### config.mk
export PLATFORM = sky130hd
export DESIGN_NAME = conv2d_top
export DESIGN_NICKNAME = d
export VERILOG_FILES = /design/src/conv2d_pkg.sv /design/src/conv2d_top.sv /design/src/conv_fifo.sv /design/src/conv_pe_array.sv /design/src/conv_pe.sv /design/src/conv_line_buffer.sv /design/src/conv_halo_gen.sv
export SDC_FILE = /design/constraint.sdc
export NUM_CORES = 2
export LEC_CHECK = 0
export BUFFER_PORTS_ARGS = -buffer_cell sky130_fd_sc_hd__buf_2
export CAP_MARGIN = 20
export CORE_ASPECT_RATIO = 0.8
export CORE_UTILIZATION = 40
export DETAILED_ROUTE_END_ITERATION = 10
export GPL_TIMING_DRIVEN = 0
export PLACE_DENSITY = 0.53
export SLEW_MARGIN = 20
export SYNTH_ARGS = -nofsm -noshare
export SYNTH_HDL_FRONTEND = slang
export SYNTH_SLANG_ARGS = --single-unit
### constraint.sdc
create_clock -name clk -period 12.4 [get_ports clk]
set_clock_uncertainty 0.05 [all_clocks]
set_input_delay 1.86 -clock clk [delete_from_list [all_inputs] [get_ports clk]]
set_output_delay 1.86 -clock clk [all_outputs]
set_load 0.01 [all_outputs]
### src/conv2d_pkg.sv
// width constants, index types and packed stream beats of the 2d convolution engine
`default_nettype none

package conv2d_pkg;

    localparam int DATA_W  = 16;
    localparam int COORD_W = 8;
    // kernel side, must be odd
    localparam int WT_DIM  = 3;
    localparam int PAD     = WT_DIM / 2;
    localparam int WT_IDX_W = $clog2(WT_DIM);

    typedef logic [DATA_W-1:0]   data_t;
    typedef logic [COORD_W-1:0]  coord_t;
    typedef logic [WT_IDX_W-1:0] wt_idx_t;

    // one padded pixel, last marks the final padded position
    typedef struct packed {
        data_t  data;
        coord_t x;
        coord_t y;
        logic   last;
    } pix_beat_t;

    // one vertical column, tap 0 holds the oldest row
    typedef struct packed {
        data_t [WT_DIM-1:0] taps;
        coord_t             x;
        coord_t             y;
        logic               last;
    } col_beat_t;

    typedef struct packed {
        data_t data;
        logic  last;
    } res_beat_t;

endpackage

`default_nettype wire
### src/conv2d_top.sv
// conv2d_top: halo generator, line buffer, pe array and result FIFO of the engine
`timescale 1ns/100ps
`default_nettype none

module conv2d_top #(
    parameter int FM_MAX     = 8,
    parameter int FIFO_DEPTH = 8
) (
    input  logic                  clk,
    input  logic                  arst_n_i,
    input  conv2d_pkg::coord_t    fm_dim_i,
    input  conv2d_pkg::data_t     wt_data_i,
    input  logic                  wt_valid_i,
    output logic                  wt_ready_o,
    input  conv2d_pkg::data_t     fm_data_i,
    input  logic                  fm_valid_i,
    output logic                  fm_ready_o,
    output conv2d_pkg::res_beat_t res_o,
    output logic                  res_valid_o,
    input  logic                  res_ready_i
);

    logic                  weights_loaded;
    logic                  almost_full;
    conv2d_pkg::pix_beat_t pix;
    logic                  pix_valid;
    conv2d_pkg::col_beat_t col;
    logic                  col_valid;
    conv2d_pkg::res_beat_t res;
    logic                  res_valid;

    conv_halo_gen u_halo_gen (
        .clk              (clk),
        .arst_n_i         (arst_n_i),
        .fm_dim_i         (fm_dim_i),
        .fm_data_i        (fm_data_i),
        .fm_valid_i       (fm_valid_i),
        .fm_ready_o       (fm_ready_o),
        .weights_loaded_i (weights_loaded),
        .almost_full_i    (almost_full),
        .pix_o            (pix),
        .pix_valid_o      (pix_valid)
    );

    conv_line_buffer #(.FM_MAX(FM_MAX)) u_line_buffer (
        .clk         (clk),
        .arst_n_i    (arst_n_i),
        .pix_i       (pix),
        .pix_valid_i (pix_valid),
        .col_o       (col),
        .col_valid_o (col_valid)
    );

    conv_pe_array u_pe_array (
        .clk              (clk),
        .arst_n_i         (arst_n_i),
        .wt_data_i        (wt_data_i),
        .wt_valid_i       (wt_valid_i),
        .wt_ready_o       (wt_ready_o),
        .col_i            (col),
        .col_valid_i      (col_valid),
        .weights_loaded_o (weights_loaded),
        .res_o            (res),
        .res_valid_o      (res_valid)
    );

    conv_fifo #(.DEPTH(FIFO_DEPTH), .T(conv2d_pkg::res_beat_t)) u_res_fifo (
        .clk           (clk),
        .arst_n_i      (arst_n_i),
        .wr_data_i     (res),
        .wr_valid_i    (res_valid),
        .rd_data_o     (res_o),
        .rd_valid_o    (res_valid_o),
        .rd_ready_i    (res_ready_i),
        .almost_full_o (almost_full)
    );

endmodule

`default_nettype wire

### src/conv_fifo.sv
// conv_fifo: synchronous circular FIFO with a payload type parameter and almost-full flag
`timescale 1ns/100ps
`default_nettype none

module conv_fifo #(
    parameter int  DEPTH = 8,
    parameter type T     = logic
) (
    input  logic clk,
    input  logic arst_n_i,
    input  T     wr_data_i,
    input  logic wr_valid_i,
    output T     rd_data_o,
    output logic rd_valid_o,
    input  logic rd_ready_i,
    output logic almost_full_o
);

    localparam int PTR_W = $clog2(DEPTH);
    localparam int CNT_W = $clog2(DEPTH + 1);
    localparam logic [PTR_W-1:0] PTR_MAX = PTR_W'(DEPTH - 1);

    T                 mem [DEPTH];
    logic [PTR_W-1:0] wr_ptr_q;
    logic [PTR_W-1:0] rd_ptr_q;
    logic [CNT_W-1:0] count_q;
    logic             rd_fire;

    assign rd_valid_o    = (count_q != '0);
    assign rd_data_o     = mem[rd_ptr_q];
    assign rd_fire       = rd_valid_o & rd_ready_i;
    // leaves room for the beats still in the pipeline
    assign almost_full_o = (count_q >= CNT_W'(DEPTH - 4));

    always_ff @(posedge clk) begin
        if (wr_valid_i) begin
            mem[wr_ptr_q] <= wr_data_i;
        end
    end

    always_ff @(posedge clk or negedge arst_n_i) begin
        if (!arst_n_i) begin
            wr_ptr_q <= '0;
            rd_ptr_q <= '0;
            count_q  <= '0;
        end else begin
            if (wr_valid_i) begin
                wr_ptr_q <= (wr_ptr_q == PTR_MAX) ? '0 : wr_ptr_q + 1'b1;
            end
            if (rd_fire) begin
                rd_ptr_q <= (rd_ptr_q == PTR_MAX) ? '0 : rd_ptr_q + 1'b1;
            end
            case ({wr_valid_i, rd_fire})
                2'b10:   count_q <= count_q + 1'b1;
                2'b01:   count_q <= count_q - 1'b1;
                default: count_q <= count_q;
            endcase
        end
    end

endmodule

`default_nettype wire

### src/conv_pe_array.sv
// conv_pe_array: weight load sequencing, pe row instances, result sum and output validity
`timescale 1ns/100ps
`default_nettype none

module conv_pe_array (
    input  logic                  clk,
    input  logic                  arst_n_i,
    input  conv2d_pkg::data_t     wt_data_i,
    input  logic                  wt_valid_i,
    output logic                  wt_ready_o,
    input  conv2d_pkg::col_beat_t col_i,
    input  logic                  col_valid_i,
    output logic                  weights_loaded_o,
    output conv2d_pkg::res_beat_t res_o,
    output logic                  res_valid_o
);

    localparam int WT_DIM = conv2d_pkg::WT_DIM;
    localparam conv2d_pkg::wt_idx_t IDX_MAX = conv2d_pkg::wt_idx_t'(WT_DIM - 1);
    localparam conv2d_pkg::coord_t  EDGE    = conv2d_pkg::coord_t'(WT_DIM - 1);

    conv2d_pkg::wt_idx_t m_q;
    conv2d_pkg::wt_idx_t n_q;
    logic                loaded_q;
    logic                wt_ready_q;
    logic                wt_fire;
    logic                last_wt;
    logic                frame_done;
    conv2d_pkg::data_t   row_sum [WT_DIM];
    conv2d_pkg::data_t   sum_d;
    conv2d_pkg::coord_t  win_x_q;
    conv2d_pkg::coord_t  win_y_q;
    logic                win_last_q;
    logic                win_valid_q;

    assign wt_ready_o       = wt_ready_q;
    assign weights_loaded_o = loaded_q;
    assign wt_fire          = wt_valid_i & wt_ready_q;
    assign last_wt          = wt_fire & (m_q == IDX_MAX) & (n_q == IDX_MAX);
    assign frame_done       = res_valid_o & res_o.last;

    // row-major weight load, m picks the pe and n the column
    always_ff @(posedge clk or negedge arst_n_i) begin
        if (!arst_n_i) begin
            m_q        <= '0;
            n_q        <= '0;
            loaded_q   <= 1'b0;
            wt_ready_q <= 1'b0;
        end else begin
            if (wt_fire) begin
                if (n_q == IDX_MAX) begin
                    n_q <= '0;
                    m_q <= (m_q == IDX_MAX) ? '0 : m_q + 1'b1;
                end else begin
                    n_q <= n_q + 1'b1;
                end
            end
            if (last_wt) begin
                loaded_q   <= 1'b1;
                wt_ready_q <= 1'b0;
            end else if (frame_done) begin
                loaded_q   <= 1'b0;
                wt_ready_q <= 1'b1;
            end else begin
                wt_ready_q <= ~loaded_q;
            end
        end
    end

    for (genvar m = 0; m < WT_DIM; m++) begin : g_pe
        conv_pe u_pe (
            .clk         (clk),
            .arst_n_i    (arst_n_i),
            .wt_data_i   (wt_data_i),
            .wt_we_i     (wt_fire && (m_q == conv2d_pkg::wt_idx_t'(m))),
            .wt_col_i    (n_q),
            .wt_clear_i  (frame_done),
            .tap_i       (col_i.taps[m]),
            .tap_valid_i (col_valid_i),
            .row_sum_o   (row_sum[m])
        );
    end

    always_comb begin
        sum_d = '0;
        for (int k = 0; k < WT_DIM; k++) begin
            sum_d = sum_d + row_sum[k];
        end
    end

    // coordinates follow the pe windows by one cycle
    always_ff @(posedge clk) begin
        if (col_valid_i) begin
            win_x_q    <= col_i.x;
            win_y_q    <= col_i.y;
            win_last_q <= col_i.last;
        end
        if (win_valid_q) begin
            res_o.data <= sum_d;
            res_o.last <= win_last_q;
        end
    end

    // a window is complete once it spans WT_DIM rows and columns
    always_ff @(posedge clk or negedge arst_n_i) begin
        if (!arst_n_i) begin
            win_valid_q <= 1'b0;
            res_valid_o <= 1'b0;
        end else begin
            win_valid_q <= col_valid_i;
            res_valid_o <= win_valid_q && (win_x_q >= EDGE) && (win_y_q >= EDGE);
        end
    end

endmodule

`default_nettype wire

### src/conv_pe.sv
// conv_pe: one kernel row with its horizontal pixel window and row dot product
`timescale 1ns/100ps
`default_nettype none

module conv_pe (
    input  logic                clk,
    input  logic                arst_n_i,
    input  conv2d_pkg::data_t   wt_data_i,
    input  logic                wt_we_i,
    input  conv2d_pkg::wt_idx_t wt_col_i,
    input  logic                wt_clear_i,
    input  conv2d_pkg::data_t   tap_i,
    input  logic                tap_valid_i,
    output conv2d_pkg::data_t   row_sum_o
);

    localparam int WT_DIM = conv2d_pkg::WT_DIM;

    conv2d_pkg::data_t weight_q [WT_DIM];
    // window_q[0] is the newest pixel
    conv2d_pkg::data_t window_q [WT_DIM];

    always_ff @(posedge clk or negedge arst_n_i) begin
        if (!arst_n_i) begin
            for (int k = 0; k < WT_DIM; k++) begin
                weight_q[k] <= '0;
                window_q[k] <= '0;
            end
        end else if (wt_clear_i) begin
            for (int k = 0; k < WT_DIM; k++) begin
                weight_q[k] <= '0;
                window_q[k] <= '0;
            end
        end else begin
            if (wt_we_i) begin
                weight_q[wt_col_i] <= wt_data_i;
            end
            if (tap_valid_i) begin
                window_q[0] <= tap_i;
                for (int k = 1; k < WT_DIM; k++) begin
                    window_q[k] <= window_q[k-1];
                end
            end
        end
    end

    // newest pixel meets the rightmost kernel column, wraps at DATA_W
    always_comb begin
        row_sum_o = '0;
        for (int k = 0; k < WT_DIM; k++) begin
            row_sum_o = row_sum_o + window_q[k] * weight_q[WT_DIM-1-k];
        end
    end

endmodule

`default_nettype wire

### src/conv_line_buffer.sv
// conv_line_buffer: row memories that turn padded pixels into vertical pixel columns
`timescale 1ns/100ps
`default_nettype none

module conv_line_buffer #(
    parameter int FM_MAX = 8
) (
    input  logic                  clk,
    input  logic                  arst_n_i,
    input  conv2d_pkg::pix_beat_t pix_i,
    input  logic                  pix_valid_i,
    output conv2d_pkg::col_beat_t col_o,
    output logic                  col_valid_o
);

    localparam int WT_DIM = conv2d_pkg::WT_DIM;
    localparam int DEPTH  = FM_MAX + WT_DIM - 1;
    localparam int ADDR_W = $clog2(DEPTH);

    // row 0 is the oldest stored row
    conv2d_pkg::data_t rows_q [WT_DIM-1][DEPTH];
    logic [ADDR_W-1:0] addr;

    assign addr = pix_i.x[ADDR_W-1:0];

    always_ff @(posedge clk) begin
        if (pix_valid_i) begin
            for (int r = 0; r < WT_DIM - 1; r++) begin
                col_o.taps[r] <= rows_q[r][addr];
            end
            col_o.taps[WT_DIM-1] <= pix_i.data;
            col_o.x              <= pix_i.x;
            col_o.y              <= pix_i.y;
            col_o.last           <= pix_i.last;

            // each row moves one step older at this column
            for (int r = 0; r < WT_DIM - 2; r++) begin
                rows_q[r][addr] <= rows_q[r+1][addr];
            end
            rows_q[WT_DIM-2][addr] <= pix_i.data;
        end
    end

    always_ff @(posedge clk or negedge arst_n_i) begin
        if (!arst_n_i) begin
            col_valid_o <= 1'b0;
        end else begin
            col_valid_o <= pix_valid_i;
        end
    end

endmodule

`default_nettype wire

### src/conv_halo_gen.sv
// conv_halo_gen: padded frame walker with zero halo insertion and input throttling
`timescale 1ns/100ps
`default_nettype none

module conv_halo_gen (
    input  logic                  clk,
    input  logic                  arst_n_i,
    input  conv2d_pkg::coord_t    fm_dim_i,
    input  conv2d_pkg::data_t     fm_data_i,
    input  logic                  fm_valid_i,
    output logic                  fm_ready_o,
    input  logic                  weights_loaded_i,
    input  logic                  almost_full_i,
    output conv2d_pkg::pix_beat_t pix_o,
    output logic                  pix_valid_o
);

    localparam int PAD = conv2d_pkg::PAD;

    conv2d_pkg::coord_t x_q;
    conv2d_pkg::coord_t y_q;
    conv2d_pkg::coord_t inner_end;
    conv2d_pkg::coord_t last_pos;
    logic               halo;
    logic               can_go;
    logic               advance;
    logic               x_wrap;
    logic               y_wrap;
    logic               done_q;

    // first halo index past the interior, and the last padded index
    assign inner_end = fm_dim_i + conv2d_pkg::coord_t'(PAD);
    assign last_pos  = fm_dim_i + conv2d_pkg::coord_t'(2 * PAD - 1);

    assign halo = (x_q < conv2d_pkg::coord_t'(PAD)) | (y_q < conv2d_pkg::coord_t'(PAD))
                | (x_q >= inner_end) | (y_q >= inner_end);

    assign x_wrap = (x_q == last_pos);
    assign y_wrap = (y_q == last_pos);

    // done_q parks the walker between the frame end and the next kernel load
    assign can_go     = weights_loaded_i & ~done_q & ~almost_full_i;
    assign advance    = can_go & (halo | fm_valid_i);
    assign fm_ready_o = can_go & ~halo;

    always_ff @(posedge clk or negedge arst_n_i) begin
        if (!arst_n_i) begin
            x_q         <= '0;
            y_q         <= '0;
            done_q      <= 1'b0;
            pix_valid_o <= 1'b0;
        end else begin
            pix_valid_o <= advance;
            if (!weights_loaded_i) begin
                done_q <= 1'b0;
            end else if (advance && x_wrap && y_wrap) begin
                done_q <= 1'b1;
            end
            if (advance) begin
                if (x_wrap) begin
                    x_q <= '0;
                    y_q <= y_wrap ? '0 : y_q + 1'b1;
                end else begin
                    x_q <= x_q + 1'b1;
                end
            end
        end
    end

    always_ff @(posedge clk) begin
        if (advance) begin
            pix_o.data <= halo ? '0 : fm_data_i;
            pix_o.x    <= x_q;
            pix_o.y    <= y_q;
            pix_o.last <= x_wrap & y_wrap;
        end
    end

endmodule

`default_nettype wire

==> impl_results.md <==
* Final Setup Violations at 0
* Commonest cells after routing, fill and taps aside: 1125 x inv_1, 992 x nand2_1, 913 x fa_1
* H-Tree Depth at 3
* Drt drc at 0
* Hold Crit Class: reg2reg
* Vias in the first global route at 48350
* Aggregate global routing overflow at 0
* Critical-path top delay cell: xnor2_1
* Root Buffer Master: clkbuf_16
* Top_reg_cell synth: edfxtp_1
* CTS Sinks at 908
* IO buf count at 48
* Mapped Area at 0.07204 mm²
* Worst reg-to-reg path cell count at 31
* Layout cells sized above 1 at 0.06943
* Most common cell after layout, fill and taps aside: inv_1
* Sum Neg Setup Slack at 0 ns
* Fmax at 87.56 MHz
* Largest net degree at the start of global routing at 91
* Period Utilization, post-route at 0.9210
* Synth top area share at 0.2537
* I/O pin cnt at 65
* Mapped Nets at 7824
* Crit Path Class: reg2reg
* Synth area leader: fa_1
* Sequential share of the synthesized area at 0.3559
* Max-slew violation count at 0
* Post-synth EDFFs at 583
* Setup crit start kind: flop
* Syn Area/Cell at 11.21 µm²
* Clock-pin transition on the worst setup and hold timing paths at 0.06 ns
* Antenna-violating nets left at 0
* TritonCTS clock tree: yes
* Critical path capture point: u_pe_array.res_o[16]
* HPWL after detailed placement at 188400 µm
* Row cnt at 138
* Fin crit period at 11.42 ns
* Syn-to-layout area delta at 10.06%
* Worst path arrival time at 11.79 ns
* Post-Synthesis Cells at 6429
* CTS buffer count at 95
* Register bit total from synthesis at 908
* CP max FO at 10
* Clock buffer depth at 3
* Chip height at 381.6 µm
* Reg-to-reg endpoint: u_pe_array.res_o[16]
* CP Launch Point: u_pe_array.g_pe[0].u_pe.weight_q[0]
* First-pass GRT wire length at 346500 µm
* Final wirelength at 237400 µm
* Netlist cell types at 51
* Die area at 0.1818 mm²
* Required time of the critical path at 12.77 ns
* Synth warn at 0
* CTS Hold Bufs at 0
* Ranking of synthesized cells by area: fa_1 25%, edfxtp_1 24%, dfrtp_1 11%
* Reg2reg start: u_pe_array.g_pe[0].u_pe.weight_q[0]
* Chip Width at 476.5 µm
* RSZ-0062 raised after global routing: false
* Wirelength per Cell at 26.15 µm
* Initial antenna violation count at 11
* Clk_lat worst skew at 0.73 ns
* Relative slew slack at 0.2142
* Post_cts resized at 0
* Final hold viol count at 0
* Post-CTS setup buffers at 0
* Max-cap violations at 0
* Ys async rst share at 0.3579
* GR Util All Layers at 0.2656
* Worst Max-Slew Pin Slew at 1.179 ns
* Drt pass-1 iters at 6
* Core box area at 0.1778 mm²
* Final #Nets at 8014
* Fillers at 16910
* Slowest Stage Delay on Critical Path at 0.77 ns
* Status: finished clean
* Vias after detailed routing at 46850
* Initial Utilization at 0.4051
* Via density at 5.161
* CP most frequent cell: fa_1
* Reg2Reg Setup Slack at 0.98 ns
* Iter 0 DRT Violations at 4581
* Placer congestion estimate at 0.9889
* Crit. End Element: flop
per-stage QoR:
stage	worst slack, ns	instances	utilization	instance area (µm²)	hold slack, ns
5_1_grt	0.9265	9077	0.4458	79290	0.3716
3_5_place_dp	1.207	8901	0.4278	76090	0.3545
3_3_place_gp	1.275	8857	0.4232	75260	0.3518
4_1_cts	1.230	9076	0.4456	79250	0.3684
2_1_floorplan	3.636	6429	-	72040	0.3503
6_report	0.9797	9078	0.4459	79290	0.3676
synthesized netlist by cell type (2+ instances only):
master,number
inv_1,1125
nand2_1,992
fa_1,913
and2_1,612
edfxtp_1,583
ha_1,437
dfrtp_1,325
clkbuf_1,253
xnor2_1,251
a21oi_1,186
nor2_1,181
mux2i_1,145
mux4_2,98
xor2_1,55
mux2_2,52
o21ai_0,33
a221oi_1,32
buf_2,28
buf_1,19
nor3_1,14
nor2b_1,11
nand2b_1,9
nand3_1,9
and3_1,6
nand4_1,6
clkbuf_2,5
o21a_1,5
a21o_1,4
o31ai_1,4
nor4_1,3
o21bai_1,3
o41ai_1,3
a21boi_0,2
nand4b_1,2
nor3b_1,2
nor4_2,2
nor4b_1,2
or3_1,2
or4_1,2
or4b_1,2
worst max-delay path, delay by kind of cell (launching register included):
| family | cells | cell delay, ns |
|---|---|---|
| and+or+nand+nor | 1 | 0.18 |
| DFF | 1 | 0.32 |
| buffers and inverters | 8 | 1.56 |
| adders and majority gates | 12 | 6.29 |
| xor gates and xnor gates | 10 | 2.74 |
registers in the layout, summed over array words and instances, names as in the netlist, 7 cells and up:
register                       count
u_pe_array.g_pe.u_pe.window_q    144
u_pe_array.res_o                  17
u_halo_gen.y_q                     8
u_pe_array.win_y_q                 7
u_line_buffer.col_o               63
u_halo_gen.x_q                     8
u_halo_gen.pix_o                  32
u_line_buffer.rows_q             320
u_pe_array.g_pe.u_pe.weight_q    144
u_res_fifo.mem                   136
u_pe_array.win_x_q                 7
how the worst min path moves through the flow:
stage | from | end | depth (start not counted)
final | u_halo_gen.pix_o[6] | u_line_buffer.col_o[6] | 0
after global routing | u_line_buffer.col_o[14] | u_pe_array.win_x_q[5] | 0
after CTS | u_halo_gen.pix_o[6] | u_line_buffer.col_o[6] | 0
after detailed placement | u_halo_gen.pix_o[6] | u_line_buffer.col_o[6] | 0
after global placement | u_pe_array.win_last_q | u_pe_array.res_o[0] | 0
after floorplan | u_halo_gen.pix_o[0] | u_line_buffer.col_o[0] | 0
metal layers:
metal,vias up,global-route usage,share of wire
met1,24360,0.4021,0.46
met4,8,0.06856,0.029
li1,20390,-,-
met5,-,0,0.00016
met2,1801,0.3678,0.41
met3,294,0.07738,0.10
cell type report:
class | count | area, µm² | share of cell area
Buffer | 305 | 1206 | 0.01521
Clock inverter | 39 | 563.0 | 0.007101
Inverter | 1126 | 4229 | 0.05333
Multi-Input combinational cell | 4090 | 41180 | 0.5193
Tap cell | 2380 | 2978 | 0.03755
Sequential cell | 908 | 25640 | 0.3234
Antenna cell | 1 | 2.502 | 0.00003156
Timing Repair Buffer | 93 | 895.9 | 0.01130
Clock buffer | 136 | 2601 | 0.03280
logic make-up after synthesis:
group	count (synthesis)	synth area share
adder cells (fa/ha/maj)	1350	0.3296
AO/OA/AOI/OAI	275	0.02178
AND/OR/NAND/NOR	1864	0.1215
flip-flops	908	0.3559
XOR/XNOR	306	0.03720
multiplexers	295	0.05891
buffers and inverters	1431	0.07516
Power is left out: the tool's default activity adds up to more than one toggle a clock period on the data nets, which glitch-free logic cannot reach.
